`src/div_cfg_pkg.sv`:
```
package div_cfg_pkg;

    // operand and result word width.
    localparam int DATA_WIDTH = 16;

    // attribute word width.
    localparam int ATTR_WIDTH = 4;

    // attribute bit that carries the invalid flag.
    localparam int INVALID = 0;

    // one restoring step per quotient bit.
    localparam int STEP_COUNT = DATA_WIDTH;

    // wide enough to index every step.
    localparam int STEP_W = $clog2(STEP_COUNT);

    // operand and result words.
    typedef logic [DATA_WIDTH-1:0] data_t;

    // attribute words as they travel on the bus.
    typedef logic [ATTR_WIDTH-1:0] attr_t;

    // step index inside one division.
    typedef logic [STEP_W-1:0] step_t;

endpackage
```
`src/div_ctrl_pkg.sv`:
```
package div_ctrl_pkg;

    import div_cfg_pkg::*;

    // sequencing of a single division.
    typedef enum logic [1:0] {
        ST_IDLE,
        ST_RUN,
        ST_DONE
    } div_state_t;

    // one operand as latched at start.
    typedef struct packed {
        data_t value;
        logic  invalid;  // taken from attribute bit INVALID.
    } operand_t;

    // what the datapath hands to the result registers.
    typedef struct packed {
        data_t quotient;
        data_t remain;
        logic  invalid;
    } result_t;

endpackage

```
`src/pu_div.sv`:
```
module pu_div (
    input  logic               clk,
    input  logic               rst,
    input  logic               signal_sel,
    input  logic               signal_wr,
    input  logic               signal_oe,
    input  div_cfg_pkg::data_t data_in,
    input  div_cfg_pkg::attr_t attr_in,
    output div_cfg_pkg::data_t data_out,
    output div_cfg_pkg::attr_t attr_out
);
    import div_ctrl_pkg::*;

    operand_t numer;
    operand_t denom;
    result_t  result;
    logic     start;
    logic     load;
    logic     clear;
    logic     step_en;
    logic     last;
    logic     done;

    pu_div_operands i_operands (
        .clk        (clk),
        .rst        (rst),
        .signal_sel (signal_sel),
        .signal_wr  (signal_wr),
        .signal_oe  (signal_oe),
        .data_in    (data_in),
        .attr_in    (attr_in),
        .numer      (numer),
        .denom      (denom),
        .start      (start)
    );

    pu_div_fsm i_fsm (
        .clk     (clk),
        .rst     (rst),
        .start   (start),
        .last    (last),
        .load    (load),
        .clear   (clear),
        .step_en (step_en),
        .done    (done)
    );

    pu_div_step_counter i_step_counter (
        .clk     (clk),
        .rst     (rst),
        .clear   (clear),
        .step_en (step_en),
        .last    (last)
    );

    pu_div_core i_core (
        .clk     (clk),
        .rst     (rst),
        .load    (load),
        .step_en (step_en),
        .numer   (numer),
        .denom   (denom),
        .result  (result)
    );

    pu_div_out i_out (
        .clk        (clk),
        .rst        (rst),
        .done       (done),
        .result     (result),
        .signal_sel (signal_sel),
        .signal_wr  (signal_wr),
        .signal_oe  (signal_oe),
        .data_out   (data_out),
        .attr_out   (attr_out)
    );

endmodule

```
`src/pu_div_out.sv`:
```
module pu_div_out (
    input  logic                  clk,
    input  logic                  rst,
    input  logic                  done,
    input  div_ctrl_pkg::result_t result,
    input  logic                  signal_sel,
    input  logic                  signal_wr,
    input  logic                  signal_oe,
    output div_cfg_pkg::data_t    data_out,
    output div_cfg_pkg::attr_t    attr_out
);
    import div_cfg_pkg::*;
    import div_ctrl_pkg::*;

    result_t result_q;
    logic    rd;

    always_ff @(posedge clk) begin
        if (rst) begin
            result_q <= '0;
        end else if (done) begin
            result_q <= result;
        end
    end

    assign rd = signal_oe && !signal_wr;

    always_comb begin
        data_out = '0;
        attr_out = '0;
        if (rd) begin
            data_out          = signal_sel ? result_q.remain : result_q.quotient;
            attr_out[INVALID] = result_q.invalid;  // other attribute bits stay zero.
        end
    end

endmodule

```
`src/pu_div_core.sv`:
```
module pu_div_core (
    input  logic                   clk,
    input  logic                   rst,
    input  logic                   load,
    input  logic                   step_en,
    input  div_ctrl_pkg::operand_t numer,
    input  div_ctrl_pkg::operand_t denom,
    output div_ctrl_pkg::result_t  result
);
    import div_cfg_pkg::*;

    data_t divisor;
    data_t quot_shift;  // dividend bits leave at the top, quotient bits enter at the bottom.
    data_t partial;     // partial remainder.
    logic  invalid;

    logic [DATA_WIDTH:0]   shifted;
    logic [DATA_WIDTH+1:0] trial;
    logic                  fits;

    // one restoring step.
    always_comb begin
        shifted = {partial, quot_shift[DATA_WIDTH-1]};
        trial   = {1'b0, shifted} - {2'b00, divisor};
        fits    = !trial[DATA_WIDTH+1];  // difference not negative.
    end

    always_ff @(posedge clk) begin
        if (rst) begin
            divisor    <= '0;
            quot_shift <= '0;
            partial    <= '0;
            invalid    <= 1'b0;
        end else if (load) begin
            divisor    <= denom.value;
            quot_shift <= numer.value;
            partial    <= '0;
            invalid    <= numer.invalid || denom.invalid || (denom.value == '0);
        end else if (step_en) begin
            if (fits) begin
                partial    <= trial[DATA_WIDTH-1:0];
                quot_shift <= {quot_shift[DATA_WIDTH-2:0], 1'b1};
            end else begin
                partial    <= shifted[DATA_WIDTH-1:0];
                quot_shift <= {quot_shift[DATA_WIDTH-2:0], 1'b0};
            end
        end
    end

    // a zero divisor always fits: all-ones quotient, remainder is the numerator.
    assign result.quotient = quot_shift;
    assign result.remain   = partial;
    assign result.invalid  = invalid;

endmodule

```
`src/pu_div_fsm.sv`:
```
module pu_div_fsm (
    input  logic clk,
    input  logic rst,
    input  logic start,
    input  logic last,
    output logic load,
    output logic clear,
    output logic step_en,
    output logic done
);
    import div_ctrl_pkg::*;

    div_state_t state;

    always_ff @(posedge clk) begin
        if (rst) begin
            state   <= ST_IDLE;
            load    <= 1'b0;
            clear   <= 1'b0;
            step_en <= 1'b0;
            done    <= 1'b0;
        end else begin
            // single-cycle pulses by default.
            load  <= 1'b0;
            clear <= 1'b0;
            done  <= 1'b0;

            case (state)
                ST_IDLE: begin
                    if (start) begin
                        state <= ST_RUN;
                        load  <= 1'b1;
                        clear <= 1'b1;
                    end
                end

                ST_RUN: begin
                    // start is not looked at here, so a busy unit drops it.
                    if (step_en && last) begin
                        state   <= ST_DONE;
                        step_en <= 1'b0;
                        done    <= 1'b1;
                    end else begin
                        step_en <= 1'b1;  // first run cycle is the core load.
                    end
                end

                ST_DONE: begin
                    state <= ST_IDLE;
                end

                default: begin
                    state <= ST_IDLE;
                end
            endcase
        end
    end

endmodule

```
`src/pu_div_step_counter.sv`:
```
module pu_div_step_counter (
    input  logic clk,
    input  logic rst,
    input  logic clear,
    input  logic step_en,
    output logic last
);
    import div_cfg_pkg::*;

    step_t idx;

    always_ff @(posedge clk) begin
        if (rst) begin
            idx <= '0;
        end else if (clear) begin
            idx <= '0;  // clear wins over a step.
        end else if (step_en) begin
            idx <= idx + 1'b1;  // wraps after the last step.
        end
    end

    // high during the final step of a division.
    assign last = (idx == step_t'(STEP_COUNT - 1));

endmodule

```
`src/pu_div_operands.sv`:
```
module pu_div_operands (
    input  logic                   clk,
    input  logic                   rst,
    input  logic                   signal_sel,
    input  logic                   signal_wr,
    input  logic                   signal_oe,
    input  div_cfg_pkg::data_t     data_in,
    input  div_cfg_pkg::attr_t     attr_in,
    output div_ctrl_pkg::operand_t numer,
    output div_ctrl_pkg::operand_t denom,
    output logic                   start
);
    import div_cfg_pkg::*;

    data_t numer_stage;
    data_t denom_stage;
    attr_t numer_attr;
    attr_t denom_attr;
    logic  bus_start;

    assign bus_start = signal_oe && signal_wr;

    // staging registers, written only while the bus is not reading or starting.
    always_ff @(posedge clk) begin
        if (rst) begin
            numer_stage <= '0;
            denom_stage <= '0;
            numer_attr  <= '0;
            denom_attr  <= '0;
        end else if (!signal_oe && signal_wr) begin
            if (signal_sel) begin
                numer_stage <= data_in;
                numer_attr  <= attr_in;
            end else begin
                denom_stage <= data_in;
                denom_attr  <= attr_in;
            end
        end
    end

    // operand latch and start pulse share the same edge.
    always_ff @(posedge clk) begin
        if (rst) begin
            numer <= '0;
            denom <= '0;
            start <= 1'b0;
        end else begin
            start <= bus_start;
            if (bus_start) begin
                numer.value   <= numer_stage;
                numer.invalid <= numer_attr[INVALID];
                denom.value   <= denom_stage;
                denom.invalid <= denom_attr[INVALID];
            end
        end
    end

endmodule

```
`config.mk`:
```
export PLATFORM = sky130hd
export DESIGN_NAME = pu_div
export DESIGN_NICKNAME = d
export VERILOG_FILES = /design/src/div_cfg_pkg.sv /design/src/div_ctrl_pkg.sv /design/src/pu_div.sv /design/src/pu_div_out.sv /design/src/pu_div_core.sv /design/src/pu_div_fsm.sv /design/src/pu_div_step_counter.sv /design/src/pu_div_operands.sv
export SDC_FILE = /design/constraint.sdc
export NUM_CORES = 1
export LEC_CHECK = 0
export ABC_AREA = 1
export BUFFER_PORTS_ARGS = -buffer_cell sky130_fd_sc_hd__buf_2
export CAP_MARGIN = 20
export CORE_MARGIN = 10
export CORE_UTILIZATION = 55
export CTS_BUF_LIST = sky130_fd_sc_hd__clkbuf_4 sky130_fd_sc_hd__clkbuf_8
export DETAILED_ROUTE_END_ITERATION = 6
export PLACE_DENSITY = 0.71
export SLEW_MARGIN = 20
export SYNTH_ARGS = -nofsm -noshare
export SYNTH_HDL_FRONTEND = slang
export SYNTH_HIERARCHICAL = 1
export SYNTH_SLANG_ARGS = --single-unit
```
`constraint.sdc`:
```
create_clock -name clk -period 4.6 [get_ports clk]
set_clock_uncertainty 0.1 [all_clocks]
set_input_delay 0.23 -clock clk [delete_from_list [all_inputs] [get_ports clk]]
set_output_delay 0.23 -clock clk [all_outputs]
set_load 0.01 [all_outputs]
```
======== Yosys cells after proc, flatten, opt, wreduce, memory -nomap -nowiden ========
Cells that the tools add are included.
storage, ports and cells
  bits in registers ....................... 160
  output and inout port bits .............. 20
  word-level logic and storage cells ...... 60
operators by class
  reductions and logical operators ........ 17
  mux-type cells .......................... 13
  bitwise gates (word level) .............. 3
  add/sub/neg operators ................... 2
  equal/unequal tests ..................... 4
operator list
  kind                                                             count
  16-bit 2-to-1 mux                                                5
  17-bit by 16-bit subtractor with 18-bit output                   1
  16-bit zero test                                                 1
  2-bit AND reduction                                              3
  2-bit OR reduction                                               3
  1-bit 2-to-1 mux                                                 5
  4-bit by 1-bit adder with 4-bit output, second input constant    1
  4-bit == test, second input constant                             1
  1-bit logical AND                                                4
  2-bit 2-to-1 mux                                                 2
  2-bit one-hot mux with 2 select lines                            1
  1-bit inverter                                                   3
  2-bit by 1-bit == test with 1-bit output, second input constant  1
  1-bit zero test                                                  2
  2-bit zero test                                                  1
  1-bit logical OR                                                 2
  2-bit by 1-bit != test with 1-bit output, second input constant  1
  2-bit != test, second input constant                             1
  2-bit nonzero test                                               1

======== Longest topological paths before layout ========
Gate-level depths: netlist of the first run.
  word-level depth ........................ 4
  depth in mapped cells ................... 14
  mapped depth without buffers ............ 14

======== By module ========
Netlist of the first run, hierarchy kept.
modules (own cells, without submodules)
  module               cells each  instances  seq. area each (µm²)  area an instance (µm²)
  pu_div_core          476         1          980.9                 3,170.5
  pu_div_operands      368         1          1,381.3               2,583.7
  pu_div_out           204         1          660.6                 1,467.7
  pu_div_step_counter  23          1          80.1                  172.7
  pu_div_fsm           21          1          100.1                 170.2

======== Worst setup path after synthesis of the first run ========
OpenSTA, ideal clock, no wires.
  path type ............................... register to register
  from .................................... reg i_core.quot_shift[15]
  to ...................................... reg i_core.partial[12]
  buffers on the path ..................... 0
  library setup time ...................... 0.117 ns
  setup slack ............................. 2.667 ns
  required time ........................... 4.383 ns
  cell stages (with the launch flop) ...... 15
  data arrival time ....................... 1.716 ns
  clock period less this slack ............ 1.933 ns
  path through ............................ dfxtp_1 > inv_1 > ha_1 > inv_1 > fa_1 > nand3_1 > nand3_1 > nand3_1 > nand3_1 > nand2_1 > nand2_1 > nor2_1 > nor2_1 > nor2_1 > nor2_1
between the ends
  longest elaborated chain between the ends .. 2
RTL lines
  item                                            RTL line           text
  start: declaration                              pu_div_core.sv:13  data_t quot_shift;
  start signal: assignment                        pu_div_core.sv:36  quot_shift <= numer.value;
  start signal: assignment                        pu_div_core.sv:42  quot_shift <= {quot_shift[DATA_WIDTH-2:0], 1'b1};
  start signal: assignment                        pu_div_core.sv:45  quot_shift <= {quot_shift[DATA_WIDTH-2:0], 1'b0};
  17-bit by 16-bit subtractor with 18-bit output  pu_div_core.sv:24  trial = {1'b0, shifted} - {2'b00, divisor};
  16-bit 2-to-1 mux                               pu_div_core.sv:40  if (fits) begin
  end signal: assignment                          pu_div_core.sv:41  partial <= trial[DATA_WIDTH-1:0];
  end signal: assignment                          pu_div_core.sv:44  partial <= shifted[DATA_WIDTH-1:0];
  end: declaration                                pu_div_core.sv:14  data_t partial;
No other way between the ends.
A chain may end at the register's enable or synchronous reset.

======== Worst setup path in the final report of the first run ========
  from .................................... reg i_core.quot_shift[15]
  to ...................................... reg i_core.partial[14]
Same word-level chain as after synthesis.

==> results of run 1 <==
-- worst reg2reg max path: cells and delay by family, from the launching register on --
family	cells	cell delay, ps
AND/OR/NAND/NOR	9	840
flip-flops	1	320
adder cells (fa/ha/maj)	2	600
AO/OA/AOI/OAI	1	50
buffers and inverters	2	200
-- cell families (layout without fill, tap and decap cells) --
kind of cell               Yosys count  in the layout  share of synthesized area (%)
xor gates and xnor gates             7              7                          0.810
and+or+nand+nor                    568            568                           31.5
DFF                                160            160                           42.3
adders and majority gates           18             18                           3.08
other                                1              3                         0.0496
AOI/OAI and AO/OA                  164            164                           11.6
buffers and inverters              174            211                           10.6
-- cells in the final DEF, fill, tap and decap left out, types with 4 or more instances in the layout --
cell type,instances
nor3_1,5
nand3_1,40
dlygate4sd3_1,18
clkbuf_8,20
buf_2,38
dfxtp_1,160
a21oi_1,59
nand2_1,218
nand3b_1,10
o21ai_0,83
nand4_1,6
inv_1,112
ha_1,17
xnor2_1,4
nor2_2,13
o221ai_1,14
nor2_1,246
o21ai_1,6
nand3_2,5
nor4_1,4
nand2_2,13
inv_2,7
-- synth_stat cells, drive strengths merged --
library cell / instances / area share, %
a211oi: 1 / 0.099
a21oi: 59 / 3.9
a31oi: 1 / 0.083
and2: 3 / 0.26
and3: 1 / 0.083
buf: 38 / 3.6
clkbuf: 15 / 0.88
conb: 1 / 0.050
dfxtp: 160 / 42
dlygate4sd1: 1 / 0.12
fa: 1 / 0.26
ha: 17 / 2.8
inv: 120 / 6.0
nand2: 233 / 12
nand3: 45 / 3.3
nand3b: 10 / 0.99
nand4: 6 / 0.50
nor2: 260 / 13
nor3: 5 / 0.33
nor4: 4 / 0.33
o21ai: 89 / 5.9
o221ai: 14 / 1.6
or2: 1 / 0.083
xnor2: 4 / 0.46
xor2: 3 / 0.35
-- flip-flops by register name (all words and copies together) (netlist names) --
signal / cells
i_fsm/clear: 1
i_operands/denom_stage: 16
i_operands/numer_attr: 1
i_core/invalid: 1
i_operands/denom: 17
i_step_counter/idx: 4
i_fsm/step_en: 1
i_core/partial: 16
i_operands/denom_attr: 1
i_operands/numer_stage: 16
i_operands/numer: 17
i_out/result_q: 33
i_core/divisor: 16
i_operands/start: 1
i_core/quot_shift: 16
i_fsm/state: 2
i_fsm/done: 1
-- power by group through the flow --
stage          Sequential [mW]  Combinational [mW]  Clock, mW
4_1_cts                   1.54                1.41       1.13
2_1_floorplan             1.54                1.25          0
5_1_grt                   1.55                1.62       1.19
3_5_place_dp              1.57                1.39          0
3_3_place_gp              1.57                1.38          0
6_report                  1.54                1.41       1.11
-- per-layer routing --
layer	up-vias	routed length [um]	track usage, %
li1	3496	-	-
met1	2950	8540	25.9
met2	170	7870	30.2
met3	35	836	3.90
met4	0	516	8.78
met5	-	0	0
-- what timing repair did --
action | in CTS | in global routing
setup buffers | 0 | 0
hold buffers | 18 | 0
hold endpoints to repair | 37 | 0
-- stage by stage --
stage	power (mW)	setup WS [ps]	instance area (um2)	hold slack (ps)	std cells
6_report	4.06	2350	8270	352	1307
5_1_grt	4.37	2100	8270	383	1307
3_3_place_gp	2.95	2190	7650	351	1257
2_1_floorplan	2.79	2670	7570	199	1094
4_1_cts	4.08	2150	8270	339	1307
3_5_place_dp	2.96	2180	7650	358	1257
-- final timing paths --
check / endpoint / cells after the start / from / slack (ps)
setup reg to reg: i_core/partial[14] / 14 / i_core/quot_shift[15] / 2350
setup / recovery: i_core/partial[14] / 14 / i_core/quot_shift[15] / 2350
hold / removal: i_operands/start / 3 / signal_oe / 350
hold reg to reg: i_fsm/clear / 2 / i_operands/start / 360
-- final cells by class --
class,count,area [um2]
Fill cell,1281,5080
Multi-Input combinational cell,760,3570
Sequential cell,160,3200
Inverter,120,453
Timing Repair Buffer,59,393
Clock buffer,21,283
Tap cell,176,220
Clock inverter,11,151
==> results.yml, run 1 <==
setup_path:
  crit_path_max_fanout: 4
  critPathBufInv: 2
  cp.required_ps: 4810
  cpMostUsedCell: "nand2_1"
  cpLargestDelayFamily: "simple AND/OR/NAND/NOR gates"
  cp_cell_sequence: "inv_1 > ha_1 > inv_1 > fa_1 > nand3_1 > nand3_1 > nand2_1 > nand2_1 > nand2_1 > nand2_1 > nand2_1 > nand3_1 > nand2_1 > a21oi_1"
  max_stage_delay_ps: 450
  cp.arrival_ps: 2460
  start_kind: "flip-flop"
  path_class: "flip-flop to flip-flop"
  critical_path.slowest_cell: "fa_1"
  cp-end-kind: "flip-flop"
floorplan:
  initial_core_util_pct: 56.7
  dieArea_mm2: 0.0188
  rows: 42
  die_h_um: 137
  ios: 45
  core_area_mm2: 0.0133
  die_w_um: 137
timing:
  fin_crit_sh_pct: 48.9
  maxSlewViolCount: 0
  hold_viol: 0
  rsz0062_at_grt: "false"
  max_freq_mhz: 445
  fin_tns_setup_ps: 0
  period_needed_ps: 2250
  setup_viol: 0
  tightest_slew_ps: 860
  relSlewSlack_pct: 42.6
clocking:
  clockBufferDepth: 2
  clock_sinks: 160
  clock_latency_ps: 450
  clock-root-buffer: "clkbuf_8"
  cts_resized: 0
  cts_buffers: 17
  htree_levels: 4
  cts_tree: "built"
  clk_pin_slew_ps: 80
routing:
  firstDrtPassIters: 5
  drc: 0
  routed_via_density: 5.09
  wl_per_cell_um: 13.6
  wl_mm: 17.8
  ant_nets: 0
  drtIter0Drc: 536
  vias: 6651
global_routing:
  grt_pass1_wl_mm: 29.8
  grt-ovfl-total: 0
  antenna_found_initial: 0
  grt_pass1_vias: 6152
  grt_max_degree: 69
  grtUsageTotal_pct: 19.6
pwr:
  power_frac_comb_pct: 34.7
  ir_worst_vdd_mv: 0.264
  leakagePower_nw: 3.97
  clock_power_share_pct: 27.3
  swShare_pct: 37.1
  p_seq_share_pct: 37.9
  intPower_mw: 2.56
  p_per_area_mw_per_mm2: 491
  switching_power_mw: 1.51
logic_synthesis:
  synth_seq_cells: 160
  seq_area_frac_synth_pct: 42.3
  syn_inst: 1092
  syn_area_mm2: 0.00756
  ys_types: 39
  yosys_warnings: 6
  syn_avg_cell_area_um2: 6.93
worst_hold_path:
  hold_path_class: "primary input to flip-flop"
placed_design:
  hpwlAfterDp_mm: 12.1
  place.gp.congestion: 0.932
  io_buffers: 38
finish:
  drive_gt1_share_pct: 10.3
  fin_util_pct: 62.0
  antenna_cells: 0
  area_delta_synth_final_pct: 9.31
  final_nets: 1161
run:
  drv_cap: 0
run_status:
  status: "completed"
Note: power is estimated with default switching activity, not from simulation.
==> run 2: changes to the inputs <==
- PLACE_DENSITY: 0.71 -> 0.74
- clock period: 4.6 -> 2 ns (I/O delays scaled with it)
==> run 2 against run 1 <==
Effect of this change:
- non-clock buffer count grew 57
- sequential cell count is the same
- sequential share of layout area shrank 3.3 points
- die area is the same
- critical endpoint is now i_core/partial[10]
- largest cell class unchanged
- largest power group is now combinational logic
==> results.yml, run 2 (synthesized netlist as in run 1, its figures left out) <==
timing:
  period_needed_ps: 1940
  maxSlewViolCount: 0
  setup_viol: 0
  max_freq_mhz: 516
  relSlewSlack_pct: 54.7
  fin_crit_sh_pct: 96.8
  tightest_slew_ps: 679
  rsz0062_at_grt: "true"
  hold_viol: 0
  fin_ws_ps: 63.2
global_routing:
  grtUsageTotal_pct: 19.9
  grt-ovfl-total: 0
  grt_pass1_vias: 6270
  use_met3_pct: 4.19
  antenna_found_initial: 0
  grt_pass1_wl_mm: 30.0
  met2_usage_pct: 31.9
  grtUsageMet1_pct: 25.6
  grt_max_degree: 53
  busiest_layer: "met2"
run_status:
  status: "completed"
worst_hold_path:
  hold_path_class: "primary input to flip-flop"
  holdPathStages: 4
finish:
  reg_top3: "i_out/result_q: 33 flops, i_operands/denom: 17 flops, i_operands/numer: 17 flops"
  nFillCells: 1176
  regArea_mm2: 0.00322
  multiInputGateArea_mm2: 0.00391
  fin_util_pct: 68.1
  area_delta_synth_final_pct: 20.1
  drive_gt1_share_pct: 20.2
  final_nets: 1219
  final_common_cell: "nor2_1"
  final_cell_mix: "nor2_1 (242), nand2_1 (207), dfxtp_1 (146), inv_1 (100), o21ai_0 (83)"
  antenna_cells: 0
  regMostFlops: "i_out/result_q"
  largest_reg_flops: 33
pwr:
  swShare_pct: 37.7
  p_seq_share_pct: 33.2
  intPower_mw: 6.69
  power_frac_comb_pct: 44.1
  leakagePower_nw: 4.30
  clock_power_share_pct: 22.7
  switching_power_mw: 4.05
  p_per_area_mw_per_mm2: 1180
  ir_worst_vdd_mv: 0.694
  p_total_mw: 10.7
routing:
  wl_per_cell_um: 14.2
  vias: 7002
  routed_via_density: 5.13
  wl_mm: 19.4
  drc: 0
  firstDrtPassIters: 5
  drtIter0Drc: 531
  ant_nets: 0
placed_design:
  hpwlAfterDp_mm: 12.9
  pre_cts_slack_ps: -43.0
  io_buffers: 38
  place.gp.congestion: 0.900
floorplan:
  core_area_mm2: 0.0133
  initial_core_util_pct: 56.7
  dieArea_mm2: 0.0188
  rows: 42
  ios: 45
  die_w_um: 137
  die_h_um: 137
clocking:
  clk_pin_slew_ps: 80
  htree_levels: 4
  clock_latency_ps: 460
  clockBufferDepth: 2
  clock-root-buffer: "clkbuf_8"
  cts_tree: "built"
  clock_sinks: 160
  cts_buffers: 17
setup_path:
  cp.arrival_ps: 2150
  cp.required_ps: 2210
  path_class: "flip-flop to flip-flop"
  critPathBufInv: 3
  max_stage_delay_ps: 330
  reg2regPathDepth: 12
  critical_path.slowest_cell: "dfxtp_2"
  crit_path_max_fanout: 8
  cp-end-kind: "flip-flop"
  cp_cell_sequence: "inv_2 > ha_4 > nand2_2 > nor3_4 > nand2_1 > nand3_2 > clkinv_4 > clkbuf_16 > nand3_1 > nand2_1 > nand2_1 > a21oi_1"
  crit_cells: 12
  cpMostUsedCell: "nand2_1"
  cpLargestDelayFamily: "simple AND/OR/NAND/NOR gates"
  start_kind: "flip-flop"
run:
  drv_cap: 0
==> run 2: worst register-to-register path: stages (launching register included) <==
cell	delay (ps)
dfxtp_2	330
inv_2	50
ha_4	270
nand2_2	80
nor3_4	190
nand2_1	90
nand3_2	100
clkinv_4	130
clkbuf_16	180
nand3_1	80
nand2_1	60
nand2_1	50
a21oi_1	60
==> run 2: area by class of cell <==
cell class | instances | share of cell area [%]
Tap cell | 176 | 2.42
Sequential cell | 160 | 35.4
Multi-Input combinational cell | 761 | 43.0
Clock inverter | 8 | 1.14
Inverter | 120 | 5.04
Timing Repair Buffer | 116 | 9.58
Clock buffer | 23 | 3.35
==> run 2: power groups by stage <==
| stage | sequential [mW] | combinational, mW | clock, mW |
|---|---|---|---|
| final | 3.56 | 4.73 | 2.44 |
| after global routing | 3.58 | 5.21 | 2.63 |
| after CTS | 3.52 | 3.85 | 2.49 |
| after detailed placement | 3.60 | 3.59 | 0 |
| after global placement | 3.59 | 3.55 | 0 |
| after floorplan | 3.54 | 2.88 | 0 |
==> run 2: path summary, 6_finish.rpt <==
kind,endpoint,slack [ps],from
max reg2reg,i_core/partial[10],60,i_core/divisor[14]
min,i_operands/numer_stage[9],30,signal_sel
min reg2reg,i_core/divisor[13],370,i_operands/denom[14]
max,i_core/partial[10],60,i_core/divisor[14]
==> run 2: stage by stage <==
step           area (um2)  hold WS, ps  setup TNS (ps)  instances
2_1_floorplan        7570         69.4               0       1094
3_3_place_gp         8020          243               0       1304
3_5_place_dp         8020          247           -99.0       1304
4_1_cts              8670         4.75               0       1358
5_1_grt              9090         49.7            -214       1364
6_report             9090         31.8               0       1364
==> run 2: routing by layer <==
| metal | vias up | part of all wire (%) |
|---|---|---|
| li1 | 3611 | - |
| met1 | 3194 | 45 |
| met2 | 167 | 48 |
| met3 | 30 | 5.0 |
| met4 | 0 | 2.1 |
| met5 | - | 0 |
==> run 2: what timing repair did <==
| action | CTS | global route |
|---|---|---|
| setup endpoints to repair | 10 | 18 |
| hold endpoints to repair | 41 | 0 |
| gates cloned | 0 | 2 |
| pin swaps | 2 | 15 |
| buffers inserted | 3 | 4 |
| resized for setup | 4 | 80 |
| hold buffers | 20 | 0 |
==> run 3: changes to the inputs <==
==> constraint.sdc (replaced) <==
create_clock -name clk -period 2 [get_ports clk]
set_clock_uncertainty 0.1 [all_clocks]
set_input_delay 0.3 -clock clk [delete_from_list [all_inputs] [get_ports clk]]
set_output_delay 0.3 -clock clk [all_outputs]
set_load 0.01 [all_outputs]
==> run 3 against run 2 <==
Effect of this change:
- critical path depth did not move
- count of clock-buffer cells in the layout fell by 2
- non-clock buffer count fell by 2
- clock power fell by 9.0%
- maximum frequency rose by 1.7%
- sequential cell count did not move
- worst setup slack improved by 32 ps
- global-route usage barely moved
- via count fell by 1.4%
- first-iteration DRC count rose by 2.8%
==> results.yml, run 3 (synthesized netlist as in run 1, its figures left out) <==
run_status:
  status: "completed"
clocking:
  htree_levels: 4
  cts_buffers: 17
  clock-root-buffer: "clkbuf_8"
  clk_pin_slew_ps: 80
  cts_tree: "built"
  clock_latency_ps: 450
  clockBufferDepth: 2
  clock_sinks: 160
setup_path:
  crit_path_max_fanout: 5
  cp.required_ps: 2260
  cp-end-kind: "flip-flop"
  path_class: "flip-flop to flip-flop"
  cp.arrival_ps: 2170
  start_kind: "flip-flop"
timing:
  maxSlewViolCount: 0
  rsz0062_at_grt: "true"
  max_freq_mhz: 525
  tightest_slew_ps: 682
  period_needed_ps: 1910
  relSlewSlack_pct: 54.5
  fin_crit_sh_pct: 95.3
  hold_viol: 0
  setup_viol: 0
  fin_ws_ps: 94.9
finish:
  drive_gt1_share_pct: 19.7
  antenna_cells: 0
  regMostFlops: "i_out/result_q"
  largest_reg_flops: 33
  fin_area_mm2: 0.00894
  final_common_cell: "nor2_1"
  fin_util_pct: 67.0
  reg_top3: "i_out/result_q: 33 flops, i_operands/denom: 17 flops, i_operands/numer: 17 flops"
  final_nets: 1216
  nFillCells: 1194
  area_delta_synth_final_pct: 18.2
  final_cell_mix: "nor2_1 (241), nand2_1 (207), dfxtp_1 (152), inv_1 (103), o21ai_0 (82)"
pwr:
  p_per_area_mw_per_mm2: 1120
  ir_worst_vdd_mv: 0.609
  leakagePower_nw: 4.26
routing:
  routed_via_density: 5.08
  wl_per_cell_um: 13.7
  drc: 0
  wl_mm: 18.6
  ant_nets: 0
  firstDrtPassIters: 5
  vias: 6905
  drtIter0Drc: 546
floorplan:
  core_area_mm2: 0.0133
  initial_core_util_pct: 56.7
  ios: 45
  die_w_um: 137
  dieArea_mm2: 0.0188
  rows: 42
  die_h_um: 137
placed_design:
  place.gp.congestion: 0.905
  place_area_mm2: 0.00809
  pre_cts_slack_ps: -29.8
  hpwlAfterDp_mm: 12.8
  io_buffers: 38
global_routing:
  grt_pass1_vias: 6296
  grtUsageTotal_pct: 19.9
  antenna_found_initial: 0
  grt_max_degree: 69
  grt_pass1_wl_mm: 30.2
  grt-ovfl-total: 0
run:
  drv_cap: 0
worst_hold_path:
  hold_path_class: "primary input to flip-flop"
## run 3: cell count changes in the layout (fill, tap and decap cells not counted), sizes merged
cell	before	now
buf	95	100
clkinv	5	6
bufinv	2	1
clkbuf	24	21
clkinvlp	1	0
nand2	234	233
dlygate4sd3	20	14
inv	120	122
## run 3: critical path: stages, from the launching register on
cell	delay [ps]
dfxtp_1	320
inv_1	90
ha_1	310
inv_1	60
nor3_2	180
and2_4	190
nand2_4	80
buf_4	150
nand3_1	60
nand2_1	60
inv_1	60
nand2_1	50
a21oi_1	110
## run 3: metrics by stage
step	power (mW)	hold WS [ps]	cells	setup TNS, ps
after floorplan	6.42	269	1094	0
after global placement	7.26	350	1312	-11.0
after detailed placement	7.30	360	1312	-32.5
after CTS	9.59	0.216	1355	0
after global routing	10.8	7.85	1360	-83.1
final	10.0	28.5	1360	0
## run 3: power by group
part | internal (mW) | switching (mW)
sequential | 3.37 | 0.177
combinational | 1.79 | 2.48
clock | 1.07 | 1.15
total | 6.23 | 3.80
## run 3: per-layer routing
| layer | track usage, % | vias up | part of all wire [%] |
|---|---|---|---|
| met3 | 4.84 | 24 | 4.9 |
| met1 | 26.2 | 3143 | 47 |
| met5 | 0 | - | 0 |
| met4 | 6.67 | 0 | 1.8 |
| met2 | 31.4 | 136 | 46 |
| li1 | - | 3602 | - |
## run 3: cell type report
type / count / area [um2] / share of cell area (%)
sequential: 160 / 3210 / 35.9
clock inverter: 9 / 85.1 / 0.951
clock buffer: 21 / 277 / 3.09
tap: 176 / 220 / 2.46
multi-input combinational: 760 / 3870 / 43.2
inverter: 120 / 455 / 5.09
timing repair buffer: 114 / 825 / 9.22
## run 3: what timing repair did
item / CTS / global route
buffers inserted: 0 / 4
hold endpoints to repair: 24 / 1
resized for setup: 3 / 67
setup endpoints to repair: 5 / 17
hold buffers: 13 / 1
pin swaps: 0 / 9
## run 3: final timing paths
kind | to | slack, ps | from | depth (start not counted)
max | i_core/partial[13] | 90 | i_core/divisor[15] | 12
min reg2reg | i_core/divisor[13] | 370 | i_operands/denom[14] | 2
max reg2reg | i_core/partial[13] | 90 | i_core/divisor[15] | 12
min | i_operands/numer_stage[3] | 30 | data_in[3] | 3
